===== config.mk =====
export PLATFORM = sky130hd
export DESIGN_NAME = response_mux
export DESIGN_NICKNAME = d
export VERILOG_FILES = /design/src/design/soc_pkg.sv /design/src/design/response_mux.sv
export SDC_FILE = /design/constraint.sdc
export NUM_CORES = 1
export LEC_CHECK = 0
export BUFFER_PORTS_ARGS = -buffer_cell sky130_fd_sc_hd__buf_2
export CORE_MARGIN = 5
export CORE_UTILIZATION = 25
export CTS_CLUSTER_DIAMETER = 30
export DETAILED_ROUTE_END_ITERATION = 10
export PLACE_DENSITY = 0.94
export SYNTH_ARGS = -nofsm -noshare
export SYNTH_HDL_FRONTEND = slang
export SYNTH_SLANG_ARGS = --single-unit
export TNS_END_PERCENT = 5

===== constraint.sdc =====
create_clock -name clk -period 2.03 [get_ports clk]
set_clock_uncertainty 0.05 [all_clocks]
set_input_delay 0.1015 -clock clk [delete_from_list [all_inputs] [get_ports clk]]
set_output_delay 0.1015 -clock clk [all_outputs]
set_load 0.05 [all_outputs]

===== src/design/soc_pkg.sv =====
/* bus widths, address map and GPIO register offsets
   request, response and region structs of the system bus */
package soc_pkg;

  ////////////////////
  // widths
  ////////////////////

  // data and address width
  localparam int unsigned XLEN = 32;
  // bytes per word, also byte enable width
  localparam int unsigned BLEN = XLEN/8;
  // address bits below word alignment
  localparam int unsigned BLOG = $clog2(BLEN);

  ////////////////////
  // address map
  ////////////////////

  // data memory word address bits, aliases above
  localparam int unsigned MEM_ADR_W = 10;
  // peripheral region select, zero is data memory
  localparam int unsigned PER_SEL_BIT = 14;
  // inside peripherals, one selects the UART slot
  localparam int unsigned UART_SEL_BIT = 6;

  // GPIO pin count
  localparam int unsigned GPIO_W = 32;
  // GPIO register word offset, address bits [3:2]
  localparam int unsigned GPIO_OFS_W = 2;
  localparam logic [GPIO_OFS_W-1:0] GPIO_REG_OUT = 2'd0;
  localparam logic [GPIO_OFS_W-1:0] GPIO_REG_ENA = 2'd1;
  localparam logic [GPIO_OFS_W-1:0] GPIO_REG_PIN = 2'd2;

  ////////////////////
  // bus structs
  ////////////////////

  // request from the bus master, 70 bits
  typedef struct packed {
    logic            vld;
    logic            wen;
    logic [XLEN-1:0] adr;
    logic [BLEN-1:0] ben;
    logic [XLEN-1:0] wdt;
  } bus_req_t;

  // response, one cycle after the request
  typedef struct packed {
    logic            vld;
    logic [XLEN-1:0] rdt;
    logic            err;
  } bus_rsp_t;

  // one-hot target of a request
  typedef struct packed {
    logic mem;
    logic gpio;
    logic unmapped;
  } region_t;

endpackage: soc_pkg


===== src/design/response_mux.sv =====
/* one-cycle response stage, registers request valid and region
   and selects the read data or an error for the response */
module response_mux (
  input  logic                     clk,
  input  logic                     rst,
  // decoded target of the current request
  input  soc_pkg::region_t         region,
  // valid of the current request
  input  logic                     req_vld,
  // target read data, already registered
  input  logic [soc_pkg::XLEN-1:0] mem_rdt,
  input  logic [soc_pkg::XLEN-1:0] gpio_rdt,
  // response to the bus master
  output soc_pkg::bus_rsp_t        rsp
);

  import soc_pkg::*;

  ////////////////////
  // request stage
  ////////////////////

  // request in flight
  logic    rsp_vld_q;
  // region of the request in flight
  region_t region_q;

  always_ff @(posedge clk) begin
    if (rst) begin
      rsp_vld_q <= 1'b0;
      region_q  <= '0;
    end else begin
      rsp_vld_q <= req_vld;
      region_q  <= region;
    end
  end

  ////////////////////
  // response select
  ////////////////////

  // targets hold their data until the next request
  // unmapped slot answers zero with error
  always_comb begin
    rsp.vld = rsp_vld_q;
    rsp.err = rsp_vld_q & region_q.unmapped;
    if (region_q.mem) begin
      rsp.rdt = mem_rdt;
    end else if (region_q.gpio) begin
      rsp.rdt = gpio_rdt;
    end else begin
      rsp.rdt = '0;
    end
  end

endmodule: response_mux


== Yosys cells after proc, flatten, opt, wreduce, memory -nomap -nowiden ==
Cells that the tools add are included.

* Output and inout port bits: 34
* Bits of input ports: 70
* Word-level logic and storage cells: 7
* Bits in registers: 4

* Bitwise logic cells: 1
* Multiplexer cells: 2

{| class="wikitable"
|+ Operator list
! operator !! count
|-
| $mux W32 || 2
|-
| $and A1 B1 Y1 || 1
|}

== Longest topological paths before layout ==
* Depth in word-level cells: 2
* Depth in mapped cells: 4
* Depth with buffers taken out: 2

== Worst setup path before layout ==
No wires, ideal clock.

* Kind: register to output
* Start: register region_q[2] (netlist bit)
* End: output port rsp[30] (netlist bit)
* Required time: 1879 ps
* Stages on the path, launching flop included: 4
* Path slack: 579 ps
* Arrival time: 1299 ps
* Path buffers: 2
* Cells stage by stage: dfxtp_1 buf_6 buf_2 o21ai_1

{| class="wikitable"
|+ RTL lines
! element !! line !! RTL
|-
| start: declaration || response_mux.sv:26 || <nowiki>region_t region_q;</nowiki>
|-
| start signal: assignment || response_mux.sv:34 || <nowiki>region_q <= region;</nowiki>
|-
| end: declaration || response_mux.sv:14 || <nowiki>output soc_pkg::bus_rsp_t rsp</nowiki>
|}

==> metrics.md <==
| Metric | Value |
|---|---|
| Status | `finished clean` |
| Most frequent cells in the layout | `103 x buf_2, 30 x a22o_1` |
| Hold path cells | `2` |
| WHS | `roughly 20 ps` |
| Reg clk slew, reported paths | `approximately 40 ps` |
| Period utilization | `0.7385` |
| Clock power share | `0.186` |
| Antenna Cells | `0` |
| Vias in the first global route | `between 800 and 900` |
| Mapped cell area | `between 400 and 500 um^2` |
| CTS resizes | `0` |
| Starting Density | `0.2695` |
| Total gr overflow | `0` |
| Endpoint, Worst Hold | `region_q[2]` |
| Syn_nets | `about 120` |
| CTS buffer count | `3` |
| FILL cells | `around 170` |
| Inst Count DP | `between 150 and 200` |
| Fin nets | `about 230` |
| Relative slew slack | `0.8245` |
| Kind of cell adding the most delay to the critical path | `buffers and inverters` |
| Global-route wire length before repair | `3.325 mm` |
| Crit path kind | `reg2out` |
| # rows | `15` |
| Area grow syn2layout | `110.7%` |
| Peak VDD IR | `roughly 0.00037 V` |
| P_leak | `about 0.64 nW` |
| Critical-path top delay cell | `dfxtp_1` |
| P_sw | `approximately 0.26 mW` |
| Seq/Total Area, Yosys | `0.1667` |
| Die H | `roughly 54 um` |
| Pwr dens | `512.9 nW/um^2` |
| Clk sink count | `4` |
| Iteration-0 DRC Markers | `7` |
| DR DRC count | `0` |
| Setup violators final | `0` |
| Comb pwr share | `0.648` |
| Max Root-Sink Buffers | `2` |
| Crit path capture type | `output port` |
| Vias per cell | `between 4 and 5` |
| Mapped Cells | `54` |
| Internal power | `around 0.26 mW` |
| Required time of the critical path | `roughly 1900 ps` |
| Final Wtd Congestion | `between 0.6 and 0.7` |
| Post-DP HPWL | `a little over 2 mm` |
| Sw Share | `0.4935` |
| Hold buffer count at CTS | `0` |
| Final Non-Filler Cells | `about 180` |
| Fin. Hold Viols | `0` |
| Yosys cell types | `10` |
| Flop pwr share | `0.166` |
| ANT nets after route | `0` |
| Synthesized flop and latch total | `4` |
| Fin. max-slew vios | `0` |
| Unrepaired setup endpoints after global routing | `false` |
| Min-Delay Path Class | `in2reg` |
| H-tree levels | `1` |
| Via count | `840` |
| WL per Instance | `about 13 um` |
| Max Cap Violations | `0` |
| Post-CTS Setup Repair Bufs | `0` |
| Avg Inst Size Synth | `8.897 um^2` |
| Largest net degree at the start of global routing | `21` |
| CTS tree | `built` |
| I/O pin total | `104` |
| Critical path launch point type | `register` |
| Pre-antenna DRT Iters | `4` |
| Die area | `approximately 2900 um^2` |
| CP arrival | `1350 ps` |
| Register area | `around 80 um^2` |
| Initial antenna violation count | `0` |
| Sum Neg Setup Slack | `0 ps` |
| CP Cell Sequence | `nor2b_4, buf_4, a22o_1, buf_2` |
| Hold wc startpoint | `rst` |
| Commonest non-fill, non-tap cell in the layout | `buf_2` |
| Worst slew pin tran | `around 270 ps` |
| CP max stage delay | `roughly 350 ps` |
| Port bufs | `103` |
| F_max | `~670 MHz` |
| Die W | `53.84 um` |
| Tmin final | `between 1000 and 1500 ps` |
| Root Buffer | `clkbuf_4` |
| Multi-input logic area | `332.8 um^2` |
| CP bufs+invs | `2` |
| Synth warn | `0` |
| DRT Wirelength | `approximately 2.4 mm` |
| Share of cells above drive strength 1 | `0.7115` |
| Worst-path maximum fanout | `14` |
| Core box area | `1783 um^2` |
| GR Util All Layers | `0.1516` |
==> cell type report <==
type / count / area share
sequential: 4 / 0.07911
timing repair buffer: 107 / 0.5389
multi-input combinational: 42 / 0.3288
clock buffer: 3 / 0.02225
tap: 25 / 0.03090
==> metrics by stage <==
step / total power [mW] / setup slack [ps] / utilization / instance area, um^2
2_1_floorplan: 0.3183 / 579.4 / - / 480.5
3_3_place_gp: 0.4188 / 825.6 / 0.5551 / 989.7
3_5_place_dp: 0.4249 / 776.7 / 0.5551 / 989.7
4_1_cts: 0.5244 / 519.9 / 0.5677 / 1012
5_1_grt: 0.5521 / 445.4 / 0.5677 / 1012
6_report: 0.5191 / 530.8 / 0.5677 / 1012
==> power by group through the flow <==
| stage | Sequential [mW] | Combinational (mW) | Clock, mW |
|---|---|---|---|
| final | 0.0862 | 0.336 | 0.0965 |
| after global routing | 0.0868 | 0.355 | 0.110 |
| after CTS | 0.0862 | 0.338 | 0.100 |
| after detailed placement | 0.0874 | 0.337 | 0 |
| after global placement | 0.0871 | 0.332 | 0 |
| after floorplan | 0.0859 | 0.232 | 0 |
==> per-layer routing <==
metal  GRT usage  up-vias  share of wire
met2      0.3065       58           0.54
li1            -      420              -
met1      0.1398      360           0.30
met5           0        -              0
met4     0.04681        0         0.0063
met3     0.04709        2           0.15
==> Yosys cell counts (all sizes together) <==
library cell,n,area share
a22o,30,0.55
and2,1,0.013
buf,8,0.14
dfxtp,4,0.17
nand2,4,0.031
nor2b,5,0.081
o21ai,2,0.021
==> flip-flops by register name, summed over array words and instances (netlist names) <==
| signal | flops |
|---|---|
| rsp_vld_q | 1 |
| region_q | 3 |
==> worst max-delay path by stage <==
stage                      from  endpoint  slack (ps)  cells after the start
floorplan           region_q[2]   rsp[30]         580                      3
global placement    region_q[1]    rsp[1]         830                      4
detailed placement  region_q[1]    rsp[4]         780                      4
CTS                 region_q[1]    rsp[4]         520                      4
global route        region_q[1]   rsp[14]         450                      4
finish              region_q[1]    rsp[4]         530                      4
==> logic make-up (layout without fill, tap and decap cells) <==
| family | Yosys count | count (layout) | synth area share |
|---|---|---|---|
| AO/OA/AOI/OAI | 32 | 32 | 0.5677 |
| AND/OR/NAND/NOR | 10 | 10 | 0.1250 |
| buffers and inverters | 8 | 110 | 0.1406 |
| flip-flops | 4 | 4 | 0.1667 |
No activity file was read; power rests on OpenSTA's default activity.
