--- config.mk ---
export PLATFORM = sky130hd
export DESIGN_NAME = gpio_controller
export DESIGN_NICKNAME = d
export VERILOG_FILES = /design/src/design/soc_pkg.sv /design/src/design/gpio_controller.sv
export SDC_FILE = /design/constraint.sdc
export NUM_CORES = 1
export LEC_CHECK = 0
export BUFFER_PORTS_ARGS = -buffer_cell sky130_fd_sc_hd__buf_2
export CAP_MARGIN = 20
export CORE_ASPECT_RATIO = 0.5
export CORE_UTILIZATION = 45
export DETAILED_ROUTE_END_ITERATION = 8
export GPL_ROUTABILITY_DRIVEN = 0
export PLACE_DENSITY = 0.77
export SYNTH_ARGS = -nofsm -noshare
export SYNTH_HDL_FRONTEND = slang
export SYNTH_SLANG_ARGS = --single-unit
--- constraint.sdc ---
create_clock -name clk -period 3.6 [get_ports clk]
set_input_delay 0 -clock clk [delete_from_list [all_inputs] [get_ports clk]]
set_output_delay 0 -clock clk [all_outputs]
set_load 0.1 [all_outputs]
--- src/design/soc_pkg.sv ---
/* bus widths, address map and GPIO register offsets
   request, response and region structs of the system bus */
package soc_pkg;

  ////////////////////
  // widths
  ////////////////////

  // data and address width
  localparam int unsigned XLEN = 32;
  // bytes per word, also byte enable width
  localparam int unsigned BLEN = XLEN/8;
  // address bits below word alignment
  localparam int unsigned BLOG = $clog2(BLEN);

  ////////////////////
  // address map
  ////////////////////

  // data memory word address bits, aliases above
  localparam int unsigned MEM_ADR_W = 10;
  // peripheral region select, zero is data memory
  localparam int unsigned PER_SEL_BIT = 14;
  // inside peripherals, one selects the UART slot
  localparam int unsigned UART_SEL_BIT = 6;

  // GPIO pin count
  localparam int unsigned GPIO_W = 32;
  // GPIO register word offset, address bits [3:2]
  localparam int unsigned GPIO_OFS_W = 2;
  localparam logic [GPIO_OFS_W-1:0] GPIO_REG_OUT = 2'd0;
  localparam logic [GPIO_OFS_W-1:0] GPIO_REG_ENA = 2'd1;
  localparam logic [GPIO_OFS_W-1:0] GPIO_REG_PIN = 2'd2;

  ////////////////////
  // bus structs
  ////////////////////

  // request from the bus master, 70 bits
  typedef struct packed {
    logic            vld;
    logic            wen;
    logic [XLEN-1:0] adr;
    logic [BLEN-1:0] ben;
    logic [XLEN-1:0] wdt;
  } bus_req_t;

  // response, one cycle after the request
  typedef struct packed {
    logic            vld;
    logic [XLEN-1:0] rdt;
    logic            err;
  } bus_rsp_t;

  // one-hot target of a request
  typedef struct packed {
    logic mem;
    logic gpio;
    logic unmapped;
  } region_t;

endpackage: soc_pkg

--- src/design/gpio_controller.sv ---
/* GPIO controller with output, output-enable and pin registers
   byte-enabled writes and registered reads */
module gpio_controller (
  input  logic                      clk,
  input  logic                      rst,
  // gated request from the decoder
  input  soc_pkg::bus_req_t         req,
  // pin side
  input  logic [soc_pkg::GPIO_W-1:0] gpio_pins,
  output logic [soc_pkg::GPIO_W-1:0] gpio_drive,
  output logic [soc_pkg::GPIO_W-1:0] gpio_enable,
  // register read data
  output logic [soc_pkg::XLEN-1:0]   rdt
);

  import soc_pkg::*;

  // merge enabled bytes of new into old
  function automatic logic [XLEN-1:0] byte_merge(
    input logic [XLEN-1:0] old,
    input logic [XLEN-1:0] wdt,
    input logic [BLEN-1:0] ben
  );
    logic [XLEN-1:0] res;
    res = old;
    for (int unsigned b = 0; b < BLEN; b++) begin
      if (ben[b]) begin
        res[8*b +: 8] = wdt[8*b +: 8];
      end
    end
    return res;
  endfunction: byte_merge

  // register offset, address bits [3:2]
  logic [GPIO_OFS_W-1:0] ofs;
  // write and read strobes
  logic                  wr;
  logic                  rd;

  assign ofs = req.adr[BLOG +: GPIO_OFS_W];
  assign wr  = req.vld &  req.wen;
  assign rd  = req.vld & ~req.wen;

  ////////////////////
  // control registers
  ////////////////////

  // output value, seen on pins next cycle
  always_ff @(posedge clk) begin
    if (rst) begin
      gpio_drive <= '0;
    end else if (wr && (ofs == GPIO_REG_OUT)) begin
      gpio_drive <= GPIO_W'(byte_merge(XLEN'(gpio_drive), req.wdt, req.ben));
    end
  end

  // output enable, one bit per pin
  always_ff @(posedge clk) begin
    if (rst) begin
      gpio_enable <= '0;
    end else if (wr && (ofs == GPIO_REG_ENA)) begin
      gpio_enable <= GPIO_W'(byte_merge(XLEN'(gpio_enable), req.wdt, req.ben));
    end
  end

  ////////////////////
  // read path
  ////////////////////

  // values before a same-cycle write
  // pins sampled in the request cycle
  always_ff @(posedge clk) begin
    if (rd) begin
      case (ofs)
        GPIO_REG_OUT: rdt <= XLEN'(gpio_drive);
        GPIO_REG_ENA: rdt <= XLEN'(gpio_enable);
        GPIO_REG_PIN: rdt <= XLEN'(gpio_pins);
        // offset 3 is empty
        default:      rdt <= '0;
      endcase
    end
  end

endmodule: gpio_controller

Word level (Yosys, flattened, before mapping):

Cells that the tools add are included.

* word-level logic and storage cells: 26
* bits in registers: 96
* output and inout bits: 96
* input port bits: 104

* reduce and logical (&&, ||, !) cells: 11
* muxes and demuxes: 1
* bitwise logic cells: 3
* equal/unequal tests: 2

Operator list (number)
* 32-bit one-hot mux with 3 select lines: 1
* 2-bit AND reduction: 8
* 1-bit AND: 2
* 2-bit by 1-bit equality test with 1-bit output (second input constant): 1
* 2-bit equality test (second input constant): 1
* 1-bit logical AND: 2
* 2-bit zero test: 1
* 1-bit inverter: 1

Longest topological paths before layout:

Gate-level depths: netlist (run 1).

* depth in word-level cells: 3
* depth in mapped cells: 6
* gate-level depth less buffers: 3

Worst setup path after synthesis (run 1):

No wires, ideal clock.

* kind: input to register
* start point: input req[68] in the netlist's numbering
* end point: register rdt[0] in the netlist's numbering, enable pin
* required time: 3.175 ns
* arrival time: 1.452 ns
* library setup time: 0.425 ns
* stages on the path: 1
* setup slack: 1.722 ns
* buffers on the path: 0
* cells stage by stage: nor2b_1

* cells in the longest elaborated chain, start to end: 2

RTL lines
* start, declared: line gpio_controller.sv:7 `input soc_pkg::bus_req_t req,`
* 1-bit inverter: line gpio_controller.sv:42 `assign rd = req.vld & ~req.wen;`
* 1-bit AND: line gpio_controller.sv:42
* end signal, assigned: line gpio_controller.sv:75 `GPIO_REG_OUT: rdt <= XLEN'(gpio_drive);`
* end signal, assigned: line gpio_controller.sv:76 `GPIO_REG_ENA: rdt <= XLEN'(gpio_enable);`
* end signal, assigned: line gpio_controller.sv:77 `GPIO_REG_PIN: rdt <= XLEN'(gpio_pins);`
* end, declared: line gpio_controller.sv:13 `output logic [soc_pkg::XLEN-1:0] rdt`

No other way between the ends.
A chain may end at the register's enable or synchronous reset.

Worst setup path in the final report (run 1):

* start point: input req[39] in the netlist's numbering
* end point: register rdt[22] in the netlist's numbering, data pin

* cells in the longest elaborated chain, start to end: 2
* elaborated cells on any way between the ends: 4
* those cells by class: eq/ne: 2; mux: 1; reduce/logical: 1

RTL lines
* 2-bit equality test (tied with other cells): line gpio_controller.sv:74 `case (ofs)`
* 32-bit one-hot mux with 3 select lines (*): line gpio_controller.sv:74

Mark *: on every way between the ends. The rest lies on a longest branch, timed or not.

==> flow_summary.ini, run 1 <==
[run_status]
status = complete, no violations

[global_routing]
grt_pass1_vias = 3444
grt_antenna_before_repair = 0
grt_max_degree = 61
gr-total-overflow = 0
grtUsageTotal = 0.2180
grt_pass1_wl_um = 17140

[flow_run]
maxCapViolCount = 0

[worst_hold_path]
holdPathEnd = rdt[16]$_DFFE_PP_
min_path_type = primary input to register
whs_path_depth = 3
worstHoldStart = gpio_pins[16]

[layout]
insertedDiodeCount = 0
areaGrowthSynthToFinish_pct = 35.26
multi_input_area_um2 = 1972
utilization = 0.6499
fill_cells = 757
final_nets = 704
drive_above_1_share = 0.3179
ff_latch_area_um2 = 2242

[die]
start_util = 0.4805
pin_count = 200
core_area_um2 = 9039
die_h_um = 71.47
die_w_um = 140.9
rows = 24
fp.dieArea_um2 = 10070

[sta]
fin_crit_ps = 1269
setup_tns_ps = 0
clock_skew_ps = 4.094
setup_viol = 0
fmax_mhz = 788.2
maxSlewViolCount = 0
slew_headroom = 0.2674
finalHoldViolCount = 0
fin_ws_ps = 2331
worst-slew-pin-transition_ps = 1097
rsz0062_at_grt = no
period_share = 0.3524
hold_ws_ps = 17.02

[critical_path]
path_cells = buf_2 -> buf_4 -> nor2b_2 -> buf_4 -> nand2_1 -> o21ai_0
critPathCaptureType = register
crit_buf_inv = 3
cpPeakStageDelay_ps = 570
required_ps = 3650
worstPathArrival_ps = 1310
worst_r2r_startpoint = gpio_drive[14]$_SDFFE_PP0P_
r2r-end = rdt[14]$_DFFE_PP_
crit_fanout = 38
cp_top_family = buffers and inverters
crit_top_cell = buf_4
crit_type = primary input to register
ff2ff_path_depth = 2
critical_path.slowest_cell = buf_4
ff2ff_setup_slack_ps = 2770
critPathLaunchType = primary input

[place]
post-place-ws_ps = 1988
port_buffers = 169
dp_hpwl_um = 7007

[cts]
clkSlewWorstSetupHoldPaths_ps = 70
clock_latency_ps = 330
numCtsBuffers = 9
cts_setup_buffers = 0
cts_tree = yes
cts_num_sinks = 96
cts_root_buffer = clkbuf_16
clock_path_buffers = 2
h-tree-depth = 3

[drt]
drt-vias-per-instance = 4.753
vias = 3489
drc_errors = 0
drt_iter0_markers = 124
ant_nets = 0
first_pass_iters = 4
wl_per_cell_um = 14.74
routed_wl_um = 10820

[pwr]
power_density_nw_per_um2 = 428.5
power.total_uw = 2517
power_leakage_uw = 0.002642
peakVddDrop_uv = 254.4

[logic_synthesis]
yosysTopAreaCellShare = 0.2950
ys.flop_type = dfxtp_1
synth_area_per_cell_um2 = 10.49
syn_inst = 414
syn_nets = 518
yosysSeqAreaShare = 0.5163
async_flop_share = 0
syn_area_um2 = 4343
yosysMostFrequentCell = nand2b_1
ys_warn_count = 0
ys_top_cells_by_area = dfxtp_1 30%, edfxtp_1 22%, mux2i_1 18%
synth.ff_latch_count = 96
synth_common_cells = 81 x nand2b_1, 80 x mux2i_1, 64 x dfxtp_1
ys_types = 17
netlist.top_cell.by_area = dfxtp_1
synth_edf_count = 32
## power by group
group	switching (uW)	internal, uW
clock network	381	599
registers	10.1	1140
logic	269	114
## placed cells by master, fill, tap and decap left out
| master | n |
|---|---|
| buf_4 | 4 |
| or3_1 | 3 |
| dlygate4sd3_1 | 32 |
| nand2b_1 | 81 |
| o21ai_0 | 50 |
| bufinv_16 | 2 |
| clkbuf_16 | 9 |
| mux2i_1 | 80 |
| nor2b_1 | 16 |
| dfxtp_1 | 64 |
| nor3_4 | 2 |
| nand3_1 | 3 |
| nand2_1 | 32 |
| buf_2 | 169 |
| nand3_2 | 1 |
| nor2b_4 | 1 |
| o21ai_1 | 14 |
| or2_0 | 2 |
| clkbuf_1 | 1 |
| nor2b_2 | 1 |
| clkinv_2 | 1 |
| nor2_2 | 2 |
| clkinv_1 | 2 |
| edfxtp_1 | 32 |
## how the worst max path moves through the flow
stage,from,endpoint,cells after the start
6_report,req[39],rdt[22]$_DFFE_PP_,6
5_1_grt,req[39],gpio_enable[10]$_SDFFE_PP0P_,4
3_5_place_dp,req[39],rdt[14]$_DFFE_PP_,6
3_3_place_gp,req[39],rdt[26]$_DFFE_PP_,6
2_1_floorplan,req[68],rdt[0]$_DFFE_PP_,1
4_1_cts,req[39],gpio_enable[13]$_SDFFE_PP0P_,4
## worst reg2reg max path, cell delays in order (launching register included)
cell and delay (ps):
dfxtp_1 330, mux2i_1 120, o21ai_0 110
## final cells by class
cell class / instances / area share
clock inverters: 5 / 0.01235
flip-flops and latches: 96 / 0.3817
repair buffers: 205 / 0.2036
multi-input cells: 288 / 0.3357
clock buffers: 10 / 0.03898
well taps: 130 / 0.02769
## per-stage QoR
| step | cells | cell area, um^2 |
|---|---|---|
| final | 734 | 5874 |
| after global placement | 687 | 5253 |
| after floorplan | 414 | 4343 |
| after CTS | 734 | 5874 |
| after detailed placement | 687 | 5253 |
| after global routing | 734 | 5874 |
## routing by layer
layer,share of wire,global-route usage,up-vias
met3,0.036,0.04813,4
li1,-,-,1788
met1,0.46,0.2746,1627
met5,0,0,-
met2,0.50,0.3864,70
met4,0.0043,0.05193,0
## kinds of logic after synthesis
| family | synth area share |
|---|---|
| DFF | 0.5163 |
| and+or+nand+nor | 0.1936 |
| buffers and inverters | 0.03198 |
| muxes | 0.1844 |
| AOI/OAI and AO/OA | 0.07375 |
## sequential cells by signal (all words and copies together), names as in the netlist
register and flops:
gpio_enable 32, rdt 32, gpio_drive 32
## repair_timing
| action | CTS | global route |
|---|---|---|
| gates resized for setup | 0 | 0 |
| hold endpoints to repair | 62 | 0 |
| hold buffers | 32 | 0 |
No activity file was read; power rests on OpenSTA's default activity.
==> inputs of run 2 (changes only) <==
Settings changed: CORE_UTILIZATION 45 to 42, PLACE_DENSITY 0.77 to 0.76.
Clock period 3.6 ns to 1.1 ns, I/O delays scaled along.
==> flow_summary.ini, run 2 (synthesized netlist as in run 1, its figures left out) <==
[layout]
areaGrowthSynthToFinish_pct = 48.69
utilization = 0.6638
layout_commonest_cell = buf_4
final_nets = 730
reg_top3 = gpio_drive x32, gpio_enable x32, rdt x32
mostFrequentLayoutCells = 87 x buf_4, 85 x buf_2, 81 x nand2b_1, 80 x mux2i_1, 64 x dfxtp_2
insertedDiodeCount = 0
final_area_um2 = 6457
drive_above_1_share = 0.4485

[cts]
cts_num_sinks = 96
cts_tree = yes
cts_root_buffer = clkbuf_16
numCtsBuffers = 9
clock_path_buffers = 2
cts_setup_buffers = 0
h-tree-depth = 3
clock_latency_ps = 340
clkSlewWorstSetupHoldPaths_ps = 70

[critical_path]
cpPeakStageDelay_ps = 420
cp.depth = 1
path_cells = buf_2
crit_type = register to primary output
critPathLaunchType = register
ff2ff_setup_slack_ps = 230
worstPathArrival_ps = 1070
critical_path.slowest_cell = buf_2
crit_buf_inv = 1
ff2ff_path_depth = 2
critPathCaptureType = primary output
cp_top_family = buffers and inverters
required_ps = 1100
crit_fanout = 1

[die]
fp.dieArea_um2 = 10780
die_h_um = 73.91
core_area_um2 = 9728
pin_count = 200
die_w_um = 145.8
rows = 25
start_util = 0.4464

[drt]
drt_iter0_markers = 173
met3WireLength_um = 427
drc_errors = 0
wl_per_cell_um = 15.67
routed_wl_um = 12000
drt-vias-per-instance = 4.902
ant_nets = 0
top_layer_used = met4
wl_met2_um = 5992
drt-met1-wl_um = 5401
vias = 3755
first_pass_iters = 4

[place]
port_buffers = 169
placed_area_um2 = 5667
dp_hpwl_um = 8279
post-place-ws_ps = -62.87

[sta]
worst-slew-pin-transition_ps = 492.9
finalHoldViolCount = 0
maxSlewViolCount = 0
slew_headroom = 0.6737
fin_ws_ps = 27.12
setup_viol = 0
rsz0062_at_grt = no
fmax_mhz = 932.1
clock_skew_ps = 5.974
period_share = 0.9753
fin_crit_ps = 1073

[worst_hold_path]
min_path_type = primary input to register
whs_path_depth = 3

[pwr]
power.total_uw = 8059
power_density_nw_per_um2 = 1248
peakVddDrop_uv = 743.2
power_leakage_uw = 0.002821

[global_routing]
grt_pass1_wl_um = 18360
grtUsageTotal = 0.2216
grt_max_degree = 49
gr-total-overflow = 0
grt_antenna_before_repair = 0
grt_pass1_vias = 3752

[run_status]
status = complete, no violations

[flow_run]
maxCapViolCount = 0
run 2: cell count changes in the layout (fill, tap and decap cells not counted), moves of 10 or more:
| cell | before | now |
|---|---|---|
| buf_12 | 0 | 10 |
| buf_2 | 169 | 85 |
| buf_4 | 4 | 87 |
| clkbuf_4 | 0 | 17 |
| dfxtp_1 | 64 | 0 |
| dfxtp_2 | 0 | 64 |
run 2: per-stage QoR:
step | hold WS (ps) | TNS, ps | std cells
after global placement | 282.6 | 0 | 718
after detailed placement | 289.4 | -323.7 | 718
after global routing | 23.04 | 0 | 766
final | 13.03 | 0 | 766
after CTS | 3.322 | 0 | 766
after floorplan | 160.0 | 0 | 414
run 2: power by group:
group	switching (uW)	internal [uW]
clock network	1280	1590
logic	916	487
registers	40.3	3750
run 2: path summary, 6_finish.rpt:
check	from	end
max	rdt[30]$_DFFE_PP_	rdt[30]
min reg2reg	gpio_drive[19]$_SDFFE_PP0P_	gpio_drive[19]$_SDFFE_PP0P_
max reg2reg	gpio_drive[31]$_SDFFE_PP0P_	rdt[31]$_DFFE_PP_
min	gpio_pins[28]	rdt[28]$_DFFE_PP_
run 2: worst register-to-register path: stages, from the launching register on:
cell and delay [ps]:
dfxtp_2 340, mux2i_1 140, o21ai_0 120
run 2: routing by layer:
layer  vias to the layer above  global-route usage
li1                       1841                   -
met1                      1803              0.2716
met2                        93              0.3950
met3                        18             0.04783
met4                         0             0.07836
met5                         -                   0
run 2: area by class of cell:
cell class	count	area, um^2
multi-input cells	288	1972
repair buffers	231	1727
clock inverters	3	17.52
flip-flops and latches	96	2322
well taps	135	168.9
fillers	752	3271
clock buffers	13	250.2
run 2: what timing repair did:
item	4_1_cts	5_1_grt
pin swaps	0	0
resized for setup	64	17
endpoints found under the hold margin	64	0
endpoints found under the setup margin	64	17
hold buffers	32	0
